**config.mk**
```make
export PLATFORM = sky130hd
export DESIGN_NAME = l1d_port
export DESIGN_NICKNAME = d
export VERILOG_FILES = /design/src/verilog/lsu_pkg.sv /design/src/verilog/l1d_pkg.sv /design/src/verilog/l1d_port.sv
export SDC_FILE = /design/constraint.sdc
export NUM_CORES = 1
export LEC_CHECK = 0
export ABC_AREA = 1
export BUFFER_PORTS_ARGS = -buffer_cell sky130_fd_sc_hd__buf_2
export CORE_AREA = 2 2 168 170
export CTS_BUF_LIST = sky130_fd_sc_hd__clkbuf_4
export DETAILED_ROUTE_END_ITERATION = 6
export DIE_AREA = 0 0 170 172
export PLACE_DENSITY = 0.5
export SLEW_MARGIN = 10
export SYNTH_ARGS = -nofsm -noshare
export SYNTH_HDL_FRONTEND = slang
export SYNTH_SLANG_ARGS = --single-unit
```
**constraint.sdc**
```tcl
create_clock -name clk_in -period 11 [get_ports clk_in]
set_clock_uncertainty 0.15 [all_clocks]
set_input_delay 1.65 -clock clk_in [delete_from_list [all_inputs] [get_ports clk_in]]
set_output_delay 1.65 -clock clk_in [all_outputs]
set_load 0.02 [all_outputs]
```
**src/verilog/lsu_pkg.sv**
```systemverilog
package lsu_pkg;

  // ---------------------------------------------------------------------
  // Widths on the processor side
  // ---------------------------------------------------------------------
  localparam int ADDR_W = 64;
  localparam int DATA_W = 64;
  localparam int TAG_W  = 8;

  // Memory instruction kind
  typedef enum logic {
    OP_LOAD  = 1'b0,
    OP_STORE = 1'b1
  } op_e;

  // What the issue scan decided for this cycle
  typedef enum logic [1:0] {
    ACT_NONE    = 2'd0,
    ACT_FORWARD = 2'd1,
    ACT_MEMORY  = 2'd2
  } act_e;

  // Instruction announced by the processor, data comes later by tag
  typedef struct packed {
    logic [TAG_W-1:0] tag;
    op_e              op;
  } instr_t;

  // Address and store data for an announced tag
  typedef struct packed {
    logic [TAG_W-1:0]  tag;
    logic [ADDR_W-1:0] addr;
    logic [DATA_W-1:0] value;
  } data_beat_t;

  // One ring queue slot
  typedef struct packed {
    logic              live;
    // Address and data have arrived
    logic              resolved;
    // Request handed to the L1D port
    logic              issued;
    // Result present, waiting to retire
    logic              complete;
    logic [TAG_W-1:0]  tag;
    op_e               op;
    logic [ADDR_W-1:0] addr;
    logic [DATA_W-1:0] value;
  } lsu_entry_t;

  typedef struct packed {
    logic [TAG_W-1:0]  tag;
    logic [DATA_W-1:0] value;
  } completion_t;

  // Slot index is 8 bits wide, enough for 256 slots
  typedef struct packed {
    act_e              kind;
    logic [7:0]        slot;
    logic [DATA_W-1:0] value;
  } issue_act_t;

endpackage
```
**src/verilog/l1d_pkg.sv**
```systemverilog
package l1d_pkg;

  // ---------------------------------------------------------------------
  // L1D request and response
  // ---------------------------------------------------------------------

  // Single request towards the L1D, we set for stores
  typedef struct packed {
    logic [lsu_pkg::TAG_W-1:0]  tag;
    logic [lsu_pkg::ADDR_W-1:0] addr;
    logic [lsu_pkg::DATA_W-1:0] value;
    logic                       we;
  } l1d_req_t;

  // Answer to the one outstanding request
  typedef struct packed {
    logic [lsu_pkg::TAG_W-1:0]  tag;
    logic [lsu_pkg::DATA_W-1:0] value;
  } l1d_resp_t;

  // L1D port FSM
  typedef enum logic [1:0] {
    // Free for a new request
    S_IDLE = 2'd0,
    // Request on the bus, waiting for ready
    S_REQ  = 2'd1,
    // Accepted, waiting for the response
    S_WAIT = 2'd2
  } l1d_state_e;

endpackage

```
**src/verilog/l1d_port.sv**
```systemverilog
`timescale 1ns/100ps

module l1d_port (
  input  logic               clk_in,
  input  logic               rst_N_in,
  // Queue side
  input  logic               mem_issue,
  input  l1d_pkg::l1d_req_t  mem_req,
  output logic               mem_idle,
  output logic               mem_done,
  output l1d_pkg::l1d_resp_t mem_resp,
  // L1D side
  output logic               l1d_valid,
  output l1d_pkg::l1d_req_t  l1d_req,
  input  logic               l1d_ready,
  input  logic               l1d_resp_valid,
  input  l1d_pkg::l1d_resp_t l1d_resp
);

  import l1d_pkg::*;

  l1d_state_e state;

  // ---------------------------------------------------------------------
  // Handshake outputs
  // ---------------------------------------------------------------------
  // Busy as soon as a request strobe is pending
  assign mem_idle  = (state == S_IDLE) && !mem_issue;
  // Request on the bus only while waiting for ready
  assign l1d_valid = (state == S_REQ);

  // ---------------------------------------------------------------------
  // FSM
  // ---------------------------------------------------------------------
  always_ff @(posedge clk_in) begin
    if (!rst_N_in) begin
      state    <= S_IDLE;
      mem_done <= 1'b0;
    end else begin
      mem_done <= 1'b0;
      case (state)
        S_IDLE: begin
          // Latch the request, held until accepted
          if (mem_issue) begin
            l1d_req <= mem_req;
            state   <= S_REQ;
          end
        end
        S_REQ: begin
          if (l1d_ready) begin
            state <= S_WAIT;
          end
        end
        S_WAIT: begin
          // Single response, tag taken from the latched request
          if (l1d_resp_valid) begin
            mem_done       <= 1'b1;
            mem_resp.tag   <= l1d_req.tag;
            mem_resp.value <= l1d_resp.value;
            state          <= S_IDLE;
          end
        end
        default: begin
          state <= S_IDLE;
        end
      endcase
    end
  end

  // ---------------------------------------------------------------------
  // Checks
  // ---------------------------------------------------------------------
  a_req_stable: assert property (@(posedge clk_in) disable iff (!rst_N_in)
    l1d_valid && !l1d_ready |=> l1d_valid && $stable(l1d_req))
    else $error("L1D request changed under back-pressure");

  a_resp_tag: assert property (@(posedge clk_in) disable iff (!rst_N_in)
    l1d_resp_valid |-> (state == S_WAIT) && (l1d_resp.tag == l1d_req.tag))
    else $error("L1D response tag 0x%0h not outstanding", l1d_resp.tag);

  a_issue_idle: assert property (@(posedge clk_in) disable iff (!rst_N_in)
    mem_issue |-> state == S_IDLE)
    else $error("mem_issue while a request is outstanding");

endmodule

```
Word level (Yosys, flattened, before mapping) --
Cells that the tools add are included.
Cells by class: mux-type cells 5, equal/unequal tests 5, reductions and logical operators 7
Operators with widths (number):
- AND reduction 3 bit | 3
- two-way mux 2 bit | 3
- case mux 2 bit (3 select lines) | 1
- inequality test 2 bit, second input constant | 2
- == test 2 x 1 -> 1 bit, second input constant | 1
- == test 2 bit, second input constant | 1
- zero test 2 bit | 1
- inequality test 2 x 1 -> 1 bit, second input constant | 1
- AND reduction 2 bit | 1
- logical AND 1 bit | 1
- zero test 1 bit | 1
- two-way mux 1 bit | 1
Storage, ports and cells: input port bits 214, output and inout bits 212, register bits after elaboration 212

Depth between registers and ports, before layout --
Gate-level depths: netlist of the first run.
word-level depth 3, gate-level depth with buffers 5, gate-level depth less buffers 5

Least setup slack after synthesis of the first run --
No wires, ideal clock.
path kind input to register, start in mem_issue, end reg l1d_req[0] (netlist bit), enable pin, arrival 7.396 ns, cell stages on the path 2, slack 2.817 ns, data required time 10.213 ns, cell sequence nand2_1 nor2_1
Between the ends: longest elaborated chain between the ends 1
RTL lines:
- start, declared | line l1d_port.sv:7 | input logic mem_issue,
- AND reduction 3 bit (no line)
- end signal, assigned | line l1d_port.sv:45 | l1d_req <= mem_req;
- end, declared | line l1d_port.sv:14 | output l1d_pkg::l1d_req_t l1d_req,
Every way passes these cells. A chain may end at the register's enable or synchronous reset.

Worst setup path after layout of the first run --
start in mem_issue, end out mem_idle
Between the ends: longest elaborated chain between the ends 2
RTL lines:
- zero test 1 bit | line l1d_port.sv:28 | assign mem_idle = (state == S_IDLE) && !mem_issue;
- logical AND 1 bit | line l1d_port.sv:28
- end, declared | line l1d_port.sv:9 | output logic mem_idle,
Every way passes these cells.

==> flow_summary.toml, run 1 <==
[run_status]
status = "complete, no violations"

[timing]
maxSlewViolCount = 0
tns_ns = 0
rsz0062_at_grt = "no"
tightestPinTransition_ns = 0.9523
fmax_mhz = 258.2
fin_crit_ns = 3.873
slew_headroom_pct = 36.51
hold-worst-slack_ns = 0.2990
hold_violations = 0
setup_viol = 0
period_share_pct = 35.20

[clocking]
cts_hold_buffers = 0
cts.sinks = 212
root_buffer = "clkbuf_4"
cts_resized = 0
cts_buffer_depth = 3
cts_setup_buffers = 0
cts_tree = "built"
h-tree-depth = 2
cts_inserted_buffers = 57
path_clk_slew_ns = 0.06
clock_latency_ns = 0.62

[logic_synthesis]
yosys_warnings = 0
synth_cell_type_count = 11
synth.avg_cell_area_um2 = 27.39
ys_ff_latch = 212
synth_cells = 235
syn_nets = 449
netlist_area_um2 = 6436
ys_seq_area_share_pct = 98.44

[run]
max_cap_violations = 0

[drt]
drc_errors = 0
drtIter0Drc = 212
wl_um = 17400
viasPerCell = 3.785
drtAntennaViolNets = 0
first_pass_iters = 4
dr_total_vias = 4179
wire_per_inst_um = 15.76

[die]
die-area_um2 = 29240
std_cell_rows = 61
io_pins = 426
fp.dieH_um = 172
die_w_um = 170
core_um2 = 27480
initial_utilization_pct = 23.42

[grt]
antenna_found_initial = 3
grt_pass1_vias = 4387
grt_remaining_overflow = 0
grt_max_degree = 75
grt_pass1_wl_um = 23640
grt_usage_pct = 10.85

[worst_setup_path]
arrival_ns = 2.07
critPathLaunchType = "input port"
endpoint_kind = "primary output"
worstSetupPathType = "input port to primary output"
worst_ep_required_time_ns = 9.20
crit_fanout = 2

[place]
gp_congestion = 0.6904
portBuffers = 417
hpwl_um = 12800

[final_layout]
layout-drive-gt1-share_pct = 67.81
area_growth_pct = 51.13
layout.nets = 928

[power_and_ir_drop]
ir_worst_vdd_v = 0.00009548
p_leak_nw = 4.113
pwr_density_cell_nw_per_um2 = 178.5

[worst_hold_path]
hold_class = "flop to flop"
==> where the power goes <==
group	internal (mW)	switching, mW
combinational	0.0442	0.0732
clock	0.379	0.308
sequential	0.924	0.00746
total	1.35	0.389
==> critical path, stage by stage <==
cell	delay (ns)
buf_2	0.11
inv_1	0.04
nand2_1	0.06
inv_1	0.05
buf_2	0.16
==> flip-flops by register name (all words and copies together) (netlist names) <==
| name | cells |
|---|---|
| l1d_req | 137 |
| mem_done | 1 |
| mem_resp | 72 |
| state | 2 |
==> metal layers <==
metal	vias up	wire length (um)	track usage (%)
li1	1933	-	-
met1	1901	5939	10.56
met2	308	8357	18.19
met3	37	2708	7.118
met4	0	399	4.608
met5	-	0	0
==> worst paths after layout <==
path	end	slack [ns]	depth (start not counted)	start
max	mem_idle	7.13	5	mem_issue
min	mem_resp[67]$_DFFE_PP_	0.30	0	l1d_req[132]$_DFFE_PP_
max reg2reg	l1d_req[54]$_DFFE_PP_	8.21	5	state[0]$_SDFFE_PN0P_
min reg2reg	mem_resp[67]$_DFFE_PP_	0.30	0	l1d_req[132]$_DFFE_PP_
==> layout make-up <==
cell class / count / area (um2)
Timing Repair Buffer: 420 / 2110
Fill cell: 2717 / 17750
Inverter: 8 / 30.03
Multi-Input combinational cell: 15 / 82.58
Sequential cell: 212 / 6336
Clock inverter: 13 / 75.07
Clock buffer: 87 / 653.1
Antenna cell: 3 / 7.507
Tap cell: 346 / 432.9
==> cells in the mapped netlist <==
cell / instances / share of area, %
o22ai_1: 1 / 0.097
nand2_1: 6 / 0.35
nor2_1: 2 / 0.12
dfxtp_1: 3 / 0.93
edfxtp_1: 209 / 98
inv_2: 1 / 0.058
nand3_1: 2 / 0.16
nand3b_1: 1 / 0.12
nor3_1: 2 / 0.16
inv_1: 7 / 0.41
nor2_2: 1 / 0.097
==> kinds of logic after synthesis <==
group / share of synthesized area [%]
AO/OA/AOI/OAI: 0.09726
flip-flops: 98.44
buffers and inverters: 0.4666
AND/OR/NAND/NOR: 0.9916
==> placed cells by master, fill, tap and decap left out, drive strengths merged <==
cell type | netlist | final
edfxtp | 209 | 209
bufinv | 0 | 1
buf | 0 | 420
nand3b | 1 | 1
o22ai | 1 | 1
dfxtp | 3 | 3
nor2 | 3 | 3
nand3 | 2 | 2
clkinv | 0 | 12
nor3 | 2 | 2
inv | 8 | 8
diode | 0 | 3
clkbuf | 0 | 87
nand2 | 6 | 6
==> stage by stage <==
stage	power (mW)	area, um2	instances	setup WS (ns)	util (%)
finish	1.736	9727	1104	7.127	35.40
detailed placement	1.068	8991	1001	6.850	32.72
global placement	1.066	8991	1001	6.855	32.72
floorplan	1.004	6436	235	2.817	-
global route	1.825	9719	1101	7.091	35.37
CTS	1.776	9719	1101	7.127	35.37
(Power assumes the default switching activity.)
==> run 2, diff against run 1 <==
==> constraint.sdc (replaced) <==
create_clock -name clk_in -period 4.1 [get_ports clk_in]
set_clock_uncertainty 0.15 [all_clocks]
set_input_delay 0.615 -clock clk_in [delete_from_list [all_inputs] [get_ports clk_in]]
set_output_delay 0.615 -clock clk_in [all_outputs]
set_load 0.02 [all_outputs]
==> flow_summary.toml, run 2 (synthesis gave the netlist of run 1 again) <==
[die]
die_w_um = 170
die-area_um2 = 29240
std_cell_rows = 61
fp.dieH_um = 172
initial_utilization_pct = 23.42
io_pins = 426
core_um2 = 27480

[timing]
setup_viol = 0
fmax_mhz = 452.4
rsz0062_at_grt = "no"
tightestPinTransition_ns = 0.9403
slew_headroom_pct = 37.31
tns_ns = 0
fin_crit_ns = 2.211
hold-worst-slack_ns = 0.1102
hold_violations = 0
period_share_pct = 53.92
maxSlewViolCount = 0

[run]
max_cap_violations = 0

[grt]
grt_remaining_overflow = 0
antenna_found_initial = 1
grt_pass1_vias = 5364
grt_pass1_wl_um = 29590
grt_usage_pct = 13.60
grt_max_degree = 73

[drt]
wire_per_inst_um = 16.24
drtAntennaViolNets = 0
drc_errors = 0
viasPerCell = 3.773
first_pass_iters = 4
dr_total_vias = 4927
drtIter0Drc = 155
wl_um = 21210

[final_layout]
fill_cells = 2536
final_common_cell = "buf_2"
ff_latch_area_um2 = 6336
largest_reg_flops = 137
multi_input_area_um2 = 88.84
reg_top3 = "l1d_req: 137 flops, mem_resp: 72 flops, state: 2 flops"
area_growth_pct = 82.68
layout.nets = 1132
final_cell_mix = "buf_2, edfxtp_1, dlygate4sd3_1"
regMostFlops = "l1d_req"
layout-drive-gt1-share_pct = 54.18

[power_and_ir_drop]
pwr_density_cell_nw_per_um2 = 409.6
switchingPower_mw = 1.100
pwr-share-comb_pct = 10.0
p_clk_share_pct = 38.1
p_int_mw = 3.716
seqPwrFrac_pct = 51.9
swShare_pct = 22.84
p_leak_nw = 4.969
ir_worst_vdd_v = 0.0002640

[worst_setup_path]
crit_start = "state[0]$_SDFFE_PN0P_"
endpoint_kind = "primary output"
arrival_ns = 1.45
timing.rr.end = "mem_resp[2]$_DFFE_PP_"
cp_cell_sequence = "nor2_1 -> nand2_1 -> inv_1 -> buf_2"
cp-endpoint = "mem_idle"
slowest_delay_ns = 0.45
worstSetupPathType = "flop to primary output"
r2r_setup_slack_ns = 2.12
critPathLaunchType = "flop"
r2r_start = "state[1]$_SDFFE_PN0P_"
worst_ep_required_time_ns = 3.34
crit_fanout = 5
cpMaxStageDelayCell = "dfxtp_1"
r2r_cells = 3

[worst_hold_path]
hold_class = "input port to flop"
holdPathStages = 3

[clocking]
cts_buffer_depth = 3
cts.sinks = 212
root_buffer = "clkbuf_4"
h-tree-depth = 2
cts_inserted_buffers = 57
clock_latency_ns = 0.64
path_clk_slew_ns = 0.06
cts_tree = "built"
cts_setup_buffers = 0
cts_hold_buffers = 203
cts_resized = 0

[run_status]
status = "complete, no violations"

[place]
hpwl_um = 14140
portBuffers = 417
gp_congestion = 0.7070
run 2: changes by cell type in the layout (fill, tap and decap cells not counted):
cell	before	now
nor3_2	1	0
bufinv_16	1	0
buf_4	3	4
clkbuf_4	87	91
dlygate4sd3_1	0	203
clkinv_2	0	2
diode_2	3	2
inv_2	1	2
nor3_4	0	1
clkinv_1	12	5
run 2: area by class of cell:
type | instances | share of cell area (%)
antenna | 2 | 0.04257
clock buffer | 91 | 5.810
clock inverter | 8 | 0.2767
inverter | 8 | 0.2554
multi-input combinational | 15 | 0.7556
sequential | 212 | 53.89
tap | 346 | 3.682
timing repair buffer | 624 | 35.29
run 2: power by group through the flow:
| stage | sequential, mW | combinational, mW | clock (mW) |
|---|---|---|---|
| 6_report | 2.50 | 0.483 | 1.83 |
| 4_1_cts | 2.50 | 0.485 | 1.92 |
| 3_3_place_gp | 2.54 | 0.326 | 0 |
| 5_1_grt | 2.51 | 0.518 | 2.04 |
| 3_5_place_dp | 2.54 | 0.328 | 0 |
| 2_1_floorplan | 2.64 | 0.0416 | 0 |
run 2: worst max-delay path: cells and delay by family, from the launching register on:
family	cells	cell delay (ns)
DFF	1	0.45
buffers and inverters	2	0.19
and+or+nand+nor	2	0.18
run 2: worst min path at each step:
stage	to	slack, ns	from
after floorplan	mem_done$_SDFF_PN0_	0.39	state[0]$_SDFFE_PN0P_
after global routing	state[0]$_SDFFE_PN0P_	0.02	rst_N_in
after detailed placement	mem_resp[65]$_DFFE_PP_	0.28	l1d_req[130]$_DFFE_PP_
after CTS	state[0]$_SDFFE_PN0P_	0.005	rst_N_in
final	state[0]$_SDFFE_PN0P_	0.11	rst_N_in
after global placement	mem_resp[65]$_DFFE_PP_	0.28	l1d_req[130]$_DFFE_PP_
run 2: stage by stage:
| step | util [%] | area (um2) | cells | total power [mW] | setup WS [ns] |
|---|---|---|---|---|---|
| global placement | 32.77 | 9005 | 1002 | 2.868 | 1.806 |
| finish | 42.79 | 11760 | 1306 | 4.816 | 1.889 |
| floorplan | - | 6455 | 235 | 2.683 | 0.7805 |
| detailed placement | 32.77 | 9005 | 1002 | 2.873 | 1.798 |
| CTS | 42.77 | 11750 | 1304 | 4.906 | 1.773 |
| global route | 42.78 | 11760 | 1305 | 5.060 | 1.732 |
run 2: routing by layer:
| metal | GRT usage (%) | routed length [um] |
|---|---|---|
| met2 | 23.62 | 10500 |
| met1 | 13.81 | 7585 |
| met5 | 0 | 0 |
| met4 | 5.871 | 504 |
| met3 | 6.912 | 2618 |
