$ cat src/verilog/lsu_pkg.sv
package lsu_pkg;

  // ---------------------------------------------------------------------
  // Widths on the processor side
  // ---------------------------------------------------------------------
  localparam int ADDR_W = 64;
  localparam int DATA_W = 64;
  localparam int TAG_W  = 8;

  // Memory instruction kind
  typedef enum logic {
    OP_LOAD  = 1'b0,
    OP_STORE = 1'b1
  } op_e;

  // What the issue scan decided for this cycle
  typedef enum logic [1:0] {
    ACT_NONE    = 2'd0,
    ACT_FORWARD = 2'd1,
    ACT_MEMORY  = 2'd2
  } act_e;

  // Instruction announced by the processor, data comes later by tag
  typedef struct packed {
    logic [TAG_W-1:0] tag;
    op_e              op;
  } instr_t;

  // Address and store data for an announced tag
  typedef struct packed {
    logic [TAG_W-1:0]  tag;
    logic [ADDR_W-1:0] addr;
    logic [DATA_W-1:0] value;
  } data_beat_t;

  // One ring queue slot
  typedef struct packed {
    logic              live;
    // Address and data have arrived
    logic              resolved;
    // Request handed to the L1D port
    logic              issued;
    // Result present, waiting to retire
    logic              complete;
    logic [TAG_W-1:0]  tag;
    op_e               op;
    logic [ADDR_W-1:0] addr;
    logic [DATA_W-1:0] value;
  } lsu_entry_t;

  typedef struct packed {
    logic [TAG_W-1:0]  tag;
    logic [DATA_W-1:0] value;
  } completion_t;

  // Slot index is 8 bits wide, enough for 256 slots
  typedef struct packed {
    act_e              kind;
    logic [7:0]        slot;
    logic [DATA_W-1:0] value;
  } issue_act_t;

endpackage
$ cat src/verilog/l1d_pkg.sv
package l1d_pkg;

  // ---------------------------------------------------------------------
  // L1D request and response
  // ---------------------------------------------------------------------

  // Single request towards the L1D, we set for stores
  typedef struct packed {
    logic [lsu_pkg::TAG_W-1:0]  tag;
    logic [lsu_pkg::ADDR_W-1:0] addr;
    logic [lsu_pkg::DATA_W-1:0] value;
    logic                       we;
  } l1d_req_t;

  // Answer to the one outstanding request
  typedef struct packed {
    logic [lsu_pkg::TAG_W-1:0]  tag;
    logic [lsu_pkg::DATA_W-1:0] value;
  } l1d_resp_t;

  // L1D port FSM
  typedef enum logic [1:0] {
    // Free for a new request
    S_IDLE = 2'd0,
    // Request on the bus, waiting for ready
    S_REQ  = 2'd1,
    // Accepted, waiting for the response
    S_WAIT = 2'd2
  } l1d_state_e;

endpackage

$ cat src/verilog/lsu_queue.sv
`timescale 1ns/100ps

module lsu_queue #(
  parameter int QUEUE_DEPTH = 8
) (
  input  logic                           clk_in,
  input  logic                           rst_N_in,
  // Processor side
  input  logic                           instr_valid,
  input  lsu_pkg::instr_t                instr,
  output logic                           instr_ready,
  input  logic                           data_valid,
  input  lsu_pkg::data_beat_t            data,
  output logic                           data_ready,
  // Completions
  output logic                           completion_valid,
  output lsu_pkg::completion_t           completion,
  // Towards issue select
  output lsu_pkg::lsu_entry_t            entries [QUEUE_DEPTH],
  output logic [$clog2(QUEUE_DEPTH)-1:0] head,
  output logic [$clog2(QUEUE_DEPTH):0]   occupied,
  input  lsu_pkg::issue_act_t            act,
  // Towards the L1D port
  output logic                           mem_issue,
  output l1d_pkg::l1d_req_t              mem_req,
  input  logic                           mem_done,
  input  l1d_pkg::l1d_resp_t             mem_resp
);

  import lsu_pkg::*;

  localparam int IDX_W = $clog2(QUEUE_DEPTH);
  localparam int CNT_W = IDX_W + 1;

  logic [IDX_W-1:0]       tail;
  logic [IDX_W-1:0]       act_idx;
  logic                   accept;
  logic                   head_free;
  logic [QUEUE_DEPTH-1:0] data_hits;
  logic [QUEUE_DEPTH-1:0] done_hits;
  logic                   cmpl_hit;
  logic [IDX_W-1:0]       cmpl_idx;

  // ---------------------------------------------------------------------
  // Status and matching
  // ---------------------------------------------------------------------
  // Room while fewer than QUEUE_DEPTH slots between head and tail
  assign instr_ready = (occupied != CNT_W'(QUEUE_DEPTH));
  assign accept      = instr_valid && instr_ready;
  // Head slot already retired and ready to be stepped over
  assign head_free   = (occupied != '0) && !entries[head].live;
  assign act_idx     = act.slot[IDX_W-1:0];

  always_comb begin
    data_ready = 1'b0;
    for (int i = 0; i < QUEUE_DEPTH; i++) begin
      // Live slot still without address and data
      data_ready   = data_ready | (entries[i].live && !entries[i].resolved);
      data_hits[i] = data_valid && entries[i].live && !entries[i].resolved &&
                     (entries[i].tag == data.tag);
      // Only an issued, unfinished slot takes a response
      done_hits[i] = mem_done && entries[i].live && entries[i].issued &&
                     !entries[i].complete && (entries[i].tag == mem_resp.tag);
    end
  end

  // Oldest complete slot searched from head in age order
  always_comb begin
    logic [IDX_W-1:0] idx;
    cmpl_hit = 1'b0;
    cmpl_idx = head;
    for (int k = 0; k < QUEUE_DEPTH; k++) begin
      idx = head + IDX_W'(k);
      if (!cmpl_hit && (CNT_W'(k) < occupied) && entries[idx].live &&
          entries[idx].complete) begin
        cmpl_hit = 1'b1;
        cmpl_idx = idx;
      end
    end
  end

  // ---------------------------------------------------------------------
  // Queue state
  // ---------------------------------------------------------------------
  always_ff @(posedge clk_in) begin
    if (!rst_N_in) begin
      for (int i = 0; i < QUEUE_DEPTH; i++) begin
        entries[i].live     <= 1'b0;
        entries[i].resolved <= 1'b0;
        entries[i].issued   <= 1'b0;
        entries[i].complete <= 1'b0;
      end
      head             <= '0;
      tail             <= '0;
      occupied         <= '0;
      mem_issue        <= 1'b0;
      completion_valid <= 1'b0;
    end else begin
      mem_issue        <= 1'b0;
      completion_valid <= 1'b0;

      // Allocate at tail where the slot is never live
      if (accept) begin
        entries[tail].live     <= 1'b1;
        entries[tail].resolved <= 1'b0;
        entries[tail].issued   <= 1'b0;
        entries[tail].complete <= 1'b0;
        entries[tail].tag      <= instr.tag;
        entries[tail].op       <= instr.op;
        tail                   <= tail + 1'b1;
      end

      for (int i = 0; i < QUEUE_DEPTH; i++) begin
        // Address and data arrive by tag
        if (data_hits[i]) begin
          entries[i].resolved <= 1'b1;
          entries[i].addr     <= data.addr;
          entries[i].value    <= data.value;
        end
        // Response write back with zero for stores
        if (done_hits[i]) begin
          entries[i].complete <= 1'b1;
          entries[i].value    <= (entries[i].op == OP_LOAD) ? mem_resp.value : '0;
        end
      end

      // Action picked by the issue scan
      case (act.kind)
        ACT_FORWARD: begin
          entries[act_idx].complete <= 1'b1;
          entries[act_idx].value    <= act.value;
        end
        ACT_MEMORY: begin
          entries[act_idx].issued <= 1'b1;
          mem_issue               <= 1'b1;
          mem_req.tag             <= entries[act_idx].tag;
          mem_req.addr            <= entries[act_idx].addr;
          mem_req.value           <= entries[act_idx].value;
          mem_req.we              <= (entries[act_idx].op == OP_STORE);
        end
        default: ;
      endcase

      // One completion per cycle frees its slot
      if (cmpl_hit) begin
        completion_valid       <= 1'b1;
        completion.tag         <= entries[cmpl_idx].tag;
        completion.value       <= entries[cmpl_idx].value;
        entries[cmpl_idx].live <= 1'b0;
      end

      if (head_free) begin
        head <= head + 1'b1;
      end
      occupied <= occupied + CNT_W'(accept) - CNT_W'(head_free);
    end
  end

  // ---------------------------------------------------------------------
  // Checks
  // ---------------------------------------------------------------------
  // An accepted instruction only lands on a free slot
  a_full_holds: assert property (@(posedge clk_in) disable iff (!rst_N_in)
    accept |-> !entries[tail].live)
    else $error("instruction accepted while no slot was free");

  a_data_match: assert property (@(posedge clk_in) disable iff (!rst_N_in)
    data_valid |-> $onehot(data_hits))
    else $error("data beat tag 0x%0h matches no single waiting entry", data.tag);

  a_done_match: assert property (@(posedge clk_in) disable iff (!rst_N_in)
    mem_done |-> $onehot(done_hits))
    else $error("mem_done tag 0x%0h matches no issued entry", mem_resp.tag);

endmodule

$ cat config.mk
export PLATFORM = sky130hd
export DESIGN_NAME = lsu_queue
export DESIGN_NICKNAME = d
export VERILOG_FILES = /design/src/verilog/lsu_pkg.sv /design/src/verilog/l1d_pkg.sv /design/src/verilog/lsu_queue.sv
export SDC_FILE = /design/constraint.sdc
export NUM_CORES = 2
export LEC_CHECK = 0
export ABC_AREA = 0
export BUFFER_PORTS_ARGS = -buffer_cell sky130_fd_sc_hd__buf_2
export CAP_MARGIN = 5
export CORE_AREA = 2 2 641 643
export CTS_CLUSTER_DIAMETER = 30
export DETAILED_ROUTE_END_ITERATION = 12
export DIE_AREA = 0 0 643 645
export HOLD_SLACK_MARGIN = 0.03
export PLACE_DENSITY = 0.38
export SLEW_MARGIN = 20
export SYNTH_ARGS = -nofsm -noshare
export SYNTH_HDL_FRONTEND = slang
export SYNTH_SLANG_ARGS = --single-unit
export TNS_END_PERCENT = 30
$ cat constraint.sdc
create_clock -name clk_in -period 8.95 [get_ports clk_in]
set_input_delay 0 -clock clk_in [delete_from_list [all_inputs] [get_ports clk_in]]
set_output_delay 0 -clock clk_in [all_outputs]
set_load 0.05 [all_outputs]
Word-level counts from Yosys, hierarchy flattened:

Index checks and enable logic that the tools add are counted.

* $add $sub $neg: 10
* order comparisons: 22
* equal/unequal tests: 19
* multiplexer cells: 154
* bitwise logic cells: 18
* reduce and logical (&&, ||, !) cells: 119

Operator list (number)
* $bwmux W1128: 10
* $mux W1128: 4
* $bmux W141 S3: 10
* $demux W141 S3: 10
* $mux W141: 18
* $pmux W1128 S2: 1
* $mux W128: 16
* $mux W64: 25
* $mux W137: 5
* $mux W139: 2
* $mux W138: 2
* $mux W140: 1
* $mux W129: 1
* $eq A8 B8 Y1: 16
* $logic_and A1 B1 Y1: 92
* $ge A4 B4 Y1 const B: 11
* $not A3 Y4: 11
* $mux W1: 42
* $logic_not A1 Y1: 24
* $mux W3: 7
* $lt A3 B4 Y1 const A: 4
* $add A3 B3 Y3 const B: 4
* $lt A4 B1 Y1 const B: 3
* $lt A1 B4 Y1 const A: 2
* other kinds (11): 21

* register bits: 1349
* input port bits: 296
* output and inout bits: 1348
* word-level logic and storage cells: 417

Depth between registers and ports, before layout:

* word-level depth: 49
* gate-level depth with buffers: 16
* mapped depth without buffers: 12

Least setup slack after synthesis:

No wires, ideal clock.

* kind: flip-flop to flip-flop
* from: register head[0]
* to: register completion[0] in the netlist's numbering, enable pin
* library setup time: 438 ps
* arrival time: 4369 ps
* data required time: 8512 ps
* setup slack: 4144 ps
* cell stages (with the launch flop): 11
* buffers on the path: 1
* period minus slack after synthesis: 4806 ps
* path through: dfxtp_1 > inv_1 > ha_1 > or4bb_1 > a41oi_1 > o2bb2ai_2 > or4b_1 > buf_2 > nor2_1 > nand2_1 > and2_1

* word-level cells in the longest chain between the ends: 43
* elaborated cells between the ends (all ways): 78
* those cells by class: add/sub: 7; mux: 32; bitwise: 8; reduce/logical: 31

Ends and longest elaborated chain
* start: declaration: line lsu_queue.sv:20 `output logic [$clog2(QUEUE_DEPTH)-1:0] head,`
* start signal: assignment: line lsu_queue.sv:153 `head <= head + 1'b1;`
* branches (longest 41 deep; another with $add A3 B1 Y3)
* $mux W1 *: line lsu_queue.sv:74 `if (!cmpl_hit && (CNT_W'(k) < occupied) && entries[idx].live &&`
* $reduce_and A2 Y1 (no line) *
* end: declaration: line lsu_queue.sv:17 `output lsu_pkg::completion_t completion,`

Every way passes the cells marked *. The select of a mux whose other input is x is not followed.
A chain may end at the register's enable or synchronous reset.

Worst setup path after layout:

* from: register head[0]
* to: register completion[60] in the netlist's numbering, data pin

* word-level cells in the longest chain between the ends: 46
* elaborated cells between the ends (all ways): 87
* those cells by class: add/sub: 7; mux: 41; bitwise: 9; reduce/logical: 30

Ends and longest elaborated chain
* branches (longest 41 deep; another with $add A3 B1 Y3)
* $mux W3 *: line lsu_queue.sv:74
* $not A3 Y4 (not written as such) *: line lsu_queue.sv:148 `completion.value <= entries[cmpl_idx].value;`
* $bmux W141 S3 *: line lsu_queue.sv:148
* $mux W137 (not written as such) * (2 in a row): line lsu_queue.sv:148

Marked as above.

==> impl_metrics.py <==
metrics = {
    "clock_tree": {
        "ctsHtreeMaxLevel": 5,
        "cts_setup_buffers": 0,
        "cts_buffers": 476,
        "clock_sinks": 1349,
        "cts_tree": "built",
        "clk_path_buf_depth": 4,
        "clk_latency_ns": 1.01,
        "clk_pin_slew_ns": 0.05,
        "root_buffer": "clkbuf_16",
    },
    "placed_design": {
        "portBuffers": 1638,
        "dp.cells": 14880,
        "place_area_sq_um": 91800,
        "gp_congestion": 0.9232,
        "place_ws_ns": 2.111,
        "hpwl_microns": 424000,
    },
    "sta": {
        "tns_ns": 0,
        "hold_viol_final": 1,
        "min_period_over_period_pct": 76.01,
        "postLayoutSetupSlackWorst_ns": 2.147,
        "slew_headroom_pct": -0.07270,
        "grt_setup_unrepaired": "no",
        "slew_violations": 4,
        "skew_ns": 0.07350,
        "tightest_slew_ns": 1.501,
        "setup_viol_count_final": 0,
        "min_period_ns": 6.803,
        "whs_ns": -0.03298,
        "max_freq_mhz": 147.0,
    },
    "logic_synthesis": {
        "synthArstFlopShare_pct": 0,
        "synth_area_sq_um": 78680,
        "synth_area_per_cell_sq_um": 9.101,
        "yosys_warnings": 0,
        "synth_top_family_by_area": "compound AO/OA/AOI/OAI gates",
        "synth_most_common_cell": "nand2_1",
        "synth_top_area_cell": "edfxtp_1",
        "synth_compound_gate_area_share_pct": 22.85,
        "synth_nets": 8954,
        "synth_cell_type_count": 72,
        "muxShareOfSynthArea_pct": 2.144,
        "synth_top_flop_cell": "edfxtp_1",
        "synth_edf_count": 1305,
        "synthXorXnorAreaFrac_pct": 1.547,
        "yosys_register_bits": 1349,
        "synthSimpleGateAreaFrac_pct": 17.01,
        "synthAdderAreaFrac_pct": 0.2163,
        "yosys.area.top_type_share_pct": 49.81,
        "synthTopCellsByCount": "nand2_1 (2,161), edfxtp_1 (1,305), a21oi_1 (984)",
        "synthCells": 8645,
        "ys_seq_area_share_pct": 50.93,
        "synth_area_leaders": "edfxtp_1 (50%), nand2_1 (10%), a21oi_1 (6.3%), a22oi_1 (5.3%), clkbuf_1 (4.0%)",
    },
    "detailed_routing": {
        "route.vias.total": 92000,
        "antenna_left": 0,
        "viasPerCell": 5.616,
        "routedWlPerCell_microns": 39.67,
        "drc": 0,
        "wl_microns": 649900,
        "drt_iter0_markers": 15530,
        "dr.pass1.iters": 7,
    },
    "cells_and_area": {
        "finalInstanceArea_sq_um": 112600,
        "final_cells": 16380,
        "drive_gt1_share_pct": 24.19,
        "fill_cells": 43700,
        "multi_input_area_sq_um": 34830,
        "nets": 10780,
        "syn_to_final_growth_pct": 43.11,
        "post-route-util_pct": 27.59,
        "regArea_sq_um": 40070,
    },
    "global_routing": {
        "antenna_found_initial": 152,
        "grt_overflow": 0,
        "globalRouteTotalUtil_pct": 29.66,
        "grt_pass1_wl_microns": 842400,
        "first_global_vias": 84340,
        "grt_max_degree": 222,
    },
    "floorplan": {
        "initial_core_util_pct": 19.28,
        "die_w_microns": 643,
        "rows": 235,
        "coreArea_sq_um": 408100,
        "fp.dieArea_sq_um": 414700,
        "die_h_microns": 645,
        "boundaryPins": 1644,
    },
    "run_status": {
        "outcome": "finished, violations left",
        "violations": "hold timing, slew limit",
    },
    "critical_path": {
        "crit_fanout": 121,
        "startpoint_type": "flip-flop",
        "worst_ep_arrival_time_ns": 7.57,
        "crit_path_end_kind": "flip-flop",
        "critPathRequiredTime_ns": 9.71,
        "crit_type": "reg2reg",
        "r2r_cells": 12,
    },
    "hold_path": {
        "min_path_type": "in2reg",
        "holdPathStages": 6,
    },
    "power_and_ir_drop": {
        "p_total_mw": 30.71,
        "p_leak_nw": 43.48,
        "ir_drop_v": 0.0002223,
        "power.density_nw_per_um2": 272.7,
    },
    "run": {
        "cap_viol_max_count": 0,
    },
}
## cell type report
class / count / area share (%)
repair buffers: 2386 / 13.90
diodes: 70 / 0.1556
well taps: 5451 / 6.057
clock buffers: 594 / 11.08
clock inverters: 279 / 2.186
multi-input cells: 6232 / 30.93
flip-flops and latches: 1349 / 35.59
inverters: 22 / 0.09112
## worst max-delay path: stages (launching register included)
cell	delay [ns]
dfxtp_1	1.03
inv_1	0.33
ha_1	0.80
or4bb_1	0.25
a41oi_1	0.19
o2bb2ai_2	0.41
or4b_1	0.65
nor2_1	0.34
nand2_8	0.37
nand2_8	0.90
buf_12	0.54
a211oi_1	0.19
nor4_2	0.33
## worst paths after layout
| check | startpoint | end | slack, ns |
|---|---|---|---|
| min reg2reg | entries[1126] | entries[1126] | 0.49 |
| max | head[0] | completion[60] | 2.15 |
| max reg2reg | head[0] | completion[60] | 2.15 |
| min | mem_resp[66] | entries[701] | -0.03 |
## routing by layer
| layer | vias up | global-route usage (%) | part of all wire, % | routed length, microns |
|---|---|---|---|---|
| li1 | 36270 | - | - | - |
| met1 | 46190 | 38.17 | 39 | 255000 |
| met3 | 1525 | 11.26 | 13 | 86330 |
| met2 | 7959 | 42.34 | 41 | 265900 |
| met4 | 60 | 16.46 | 6.5 | 42310 |
| met5 | - | 0 | 0.058 | 376 |
## registers in the layout, indices dropped and copies added, names as in the netlist
| name | count |
|---|---|
| completion | 72 |
| completion_valid | 1 |
| entries | 1128 |
| head | 3 |
| mem_issue | 1 |
| mem_req | 137 |
| occupied | 4 |
| tail | 3 |
## timing repair
action	in CTS	in global routing
resized for setup	0	0
hold endpoints to repair	1570	3
setup endpoints to repair	0	0
hold buffers	554	4
## cells in the final DEF (no fill, tap or decap), types with 13 or more instances in the layout
master / netlist / routed
xnor2_1: 47 / 47
o21ai_0: 173 / 173
nor2_1: 186 / 176
clkbuf_1: 835 / 111
clkinv_2: 0 / 92
clkinv_1: 0 / 120
nand2_1: 2161 / 2159
dlygate4sd3_1: 0 / 558
bufinv_16: 0 / 31
a31oi_1: 498 / 498
buf_12: 0 / 30
nor4_1: 44 / 31
nor4_2: 57 / 70
buf_4: 13 / 157
buf_2: 27 / 1637
mux2i_1: 146 / 146
dfxtp_1: 44 / 44
inv_1: 16 / 14
a22oi_1: 554 / 554
nand4_1: 154 / 154
and3_1: 289 / 288
xor2_1: 92 / 92
o22ai_1: 365 / 364
clkbuf_16: 0 / 481
a21oi_1: 984 / 976
a211oi_1: 295 / 295
nor2b_1: 14 / 13
nand3_1: 35 / 33
diode_2: 0 / 70
edfxtp_1: 1305 / 1305
## cell families (layout without fill, tap and decap cells)
| kind of cell | Yosys count | after routing |
|---|---|---|
| AO/OA/AOI/OAI | 2912 | 2912 |
| XOR/XNOR | 139 | 139 |
| adder cells (fa/ha/maj) | 13 | 13 |
| buffers and inverters | 1064 | 3281 |
| flip-flops | 1349 | 1349 |
| multiplexers | 156 | 156 |
| other | 0 | 70 |
| AND/OR/NAND/NOR | 3012 | 3012 |
## where the power goes
part | total, mW | switching [mW] | internal (mW)
clock network | 15.6 | 5.04 | 10.5
registers | 8.45 | 0.744 | 7.70
logic | 6.67 | 5.04 | 1.63
(Power assumes the default switching activity.)
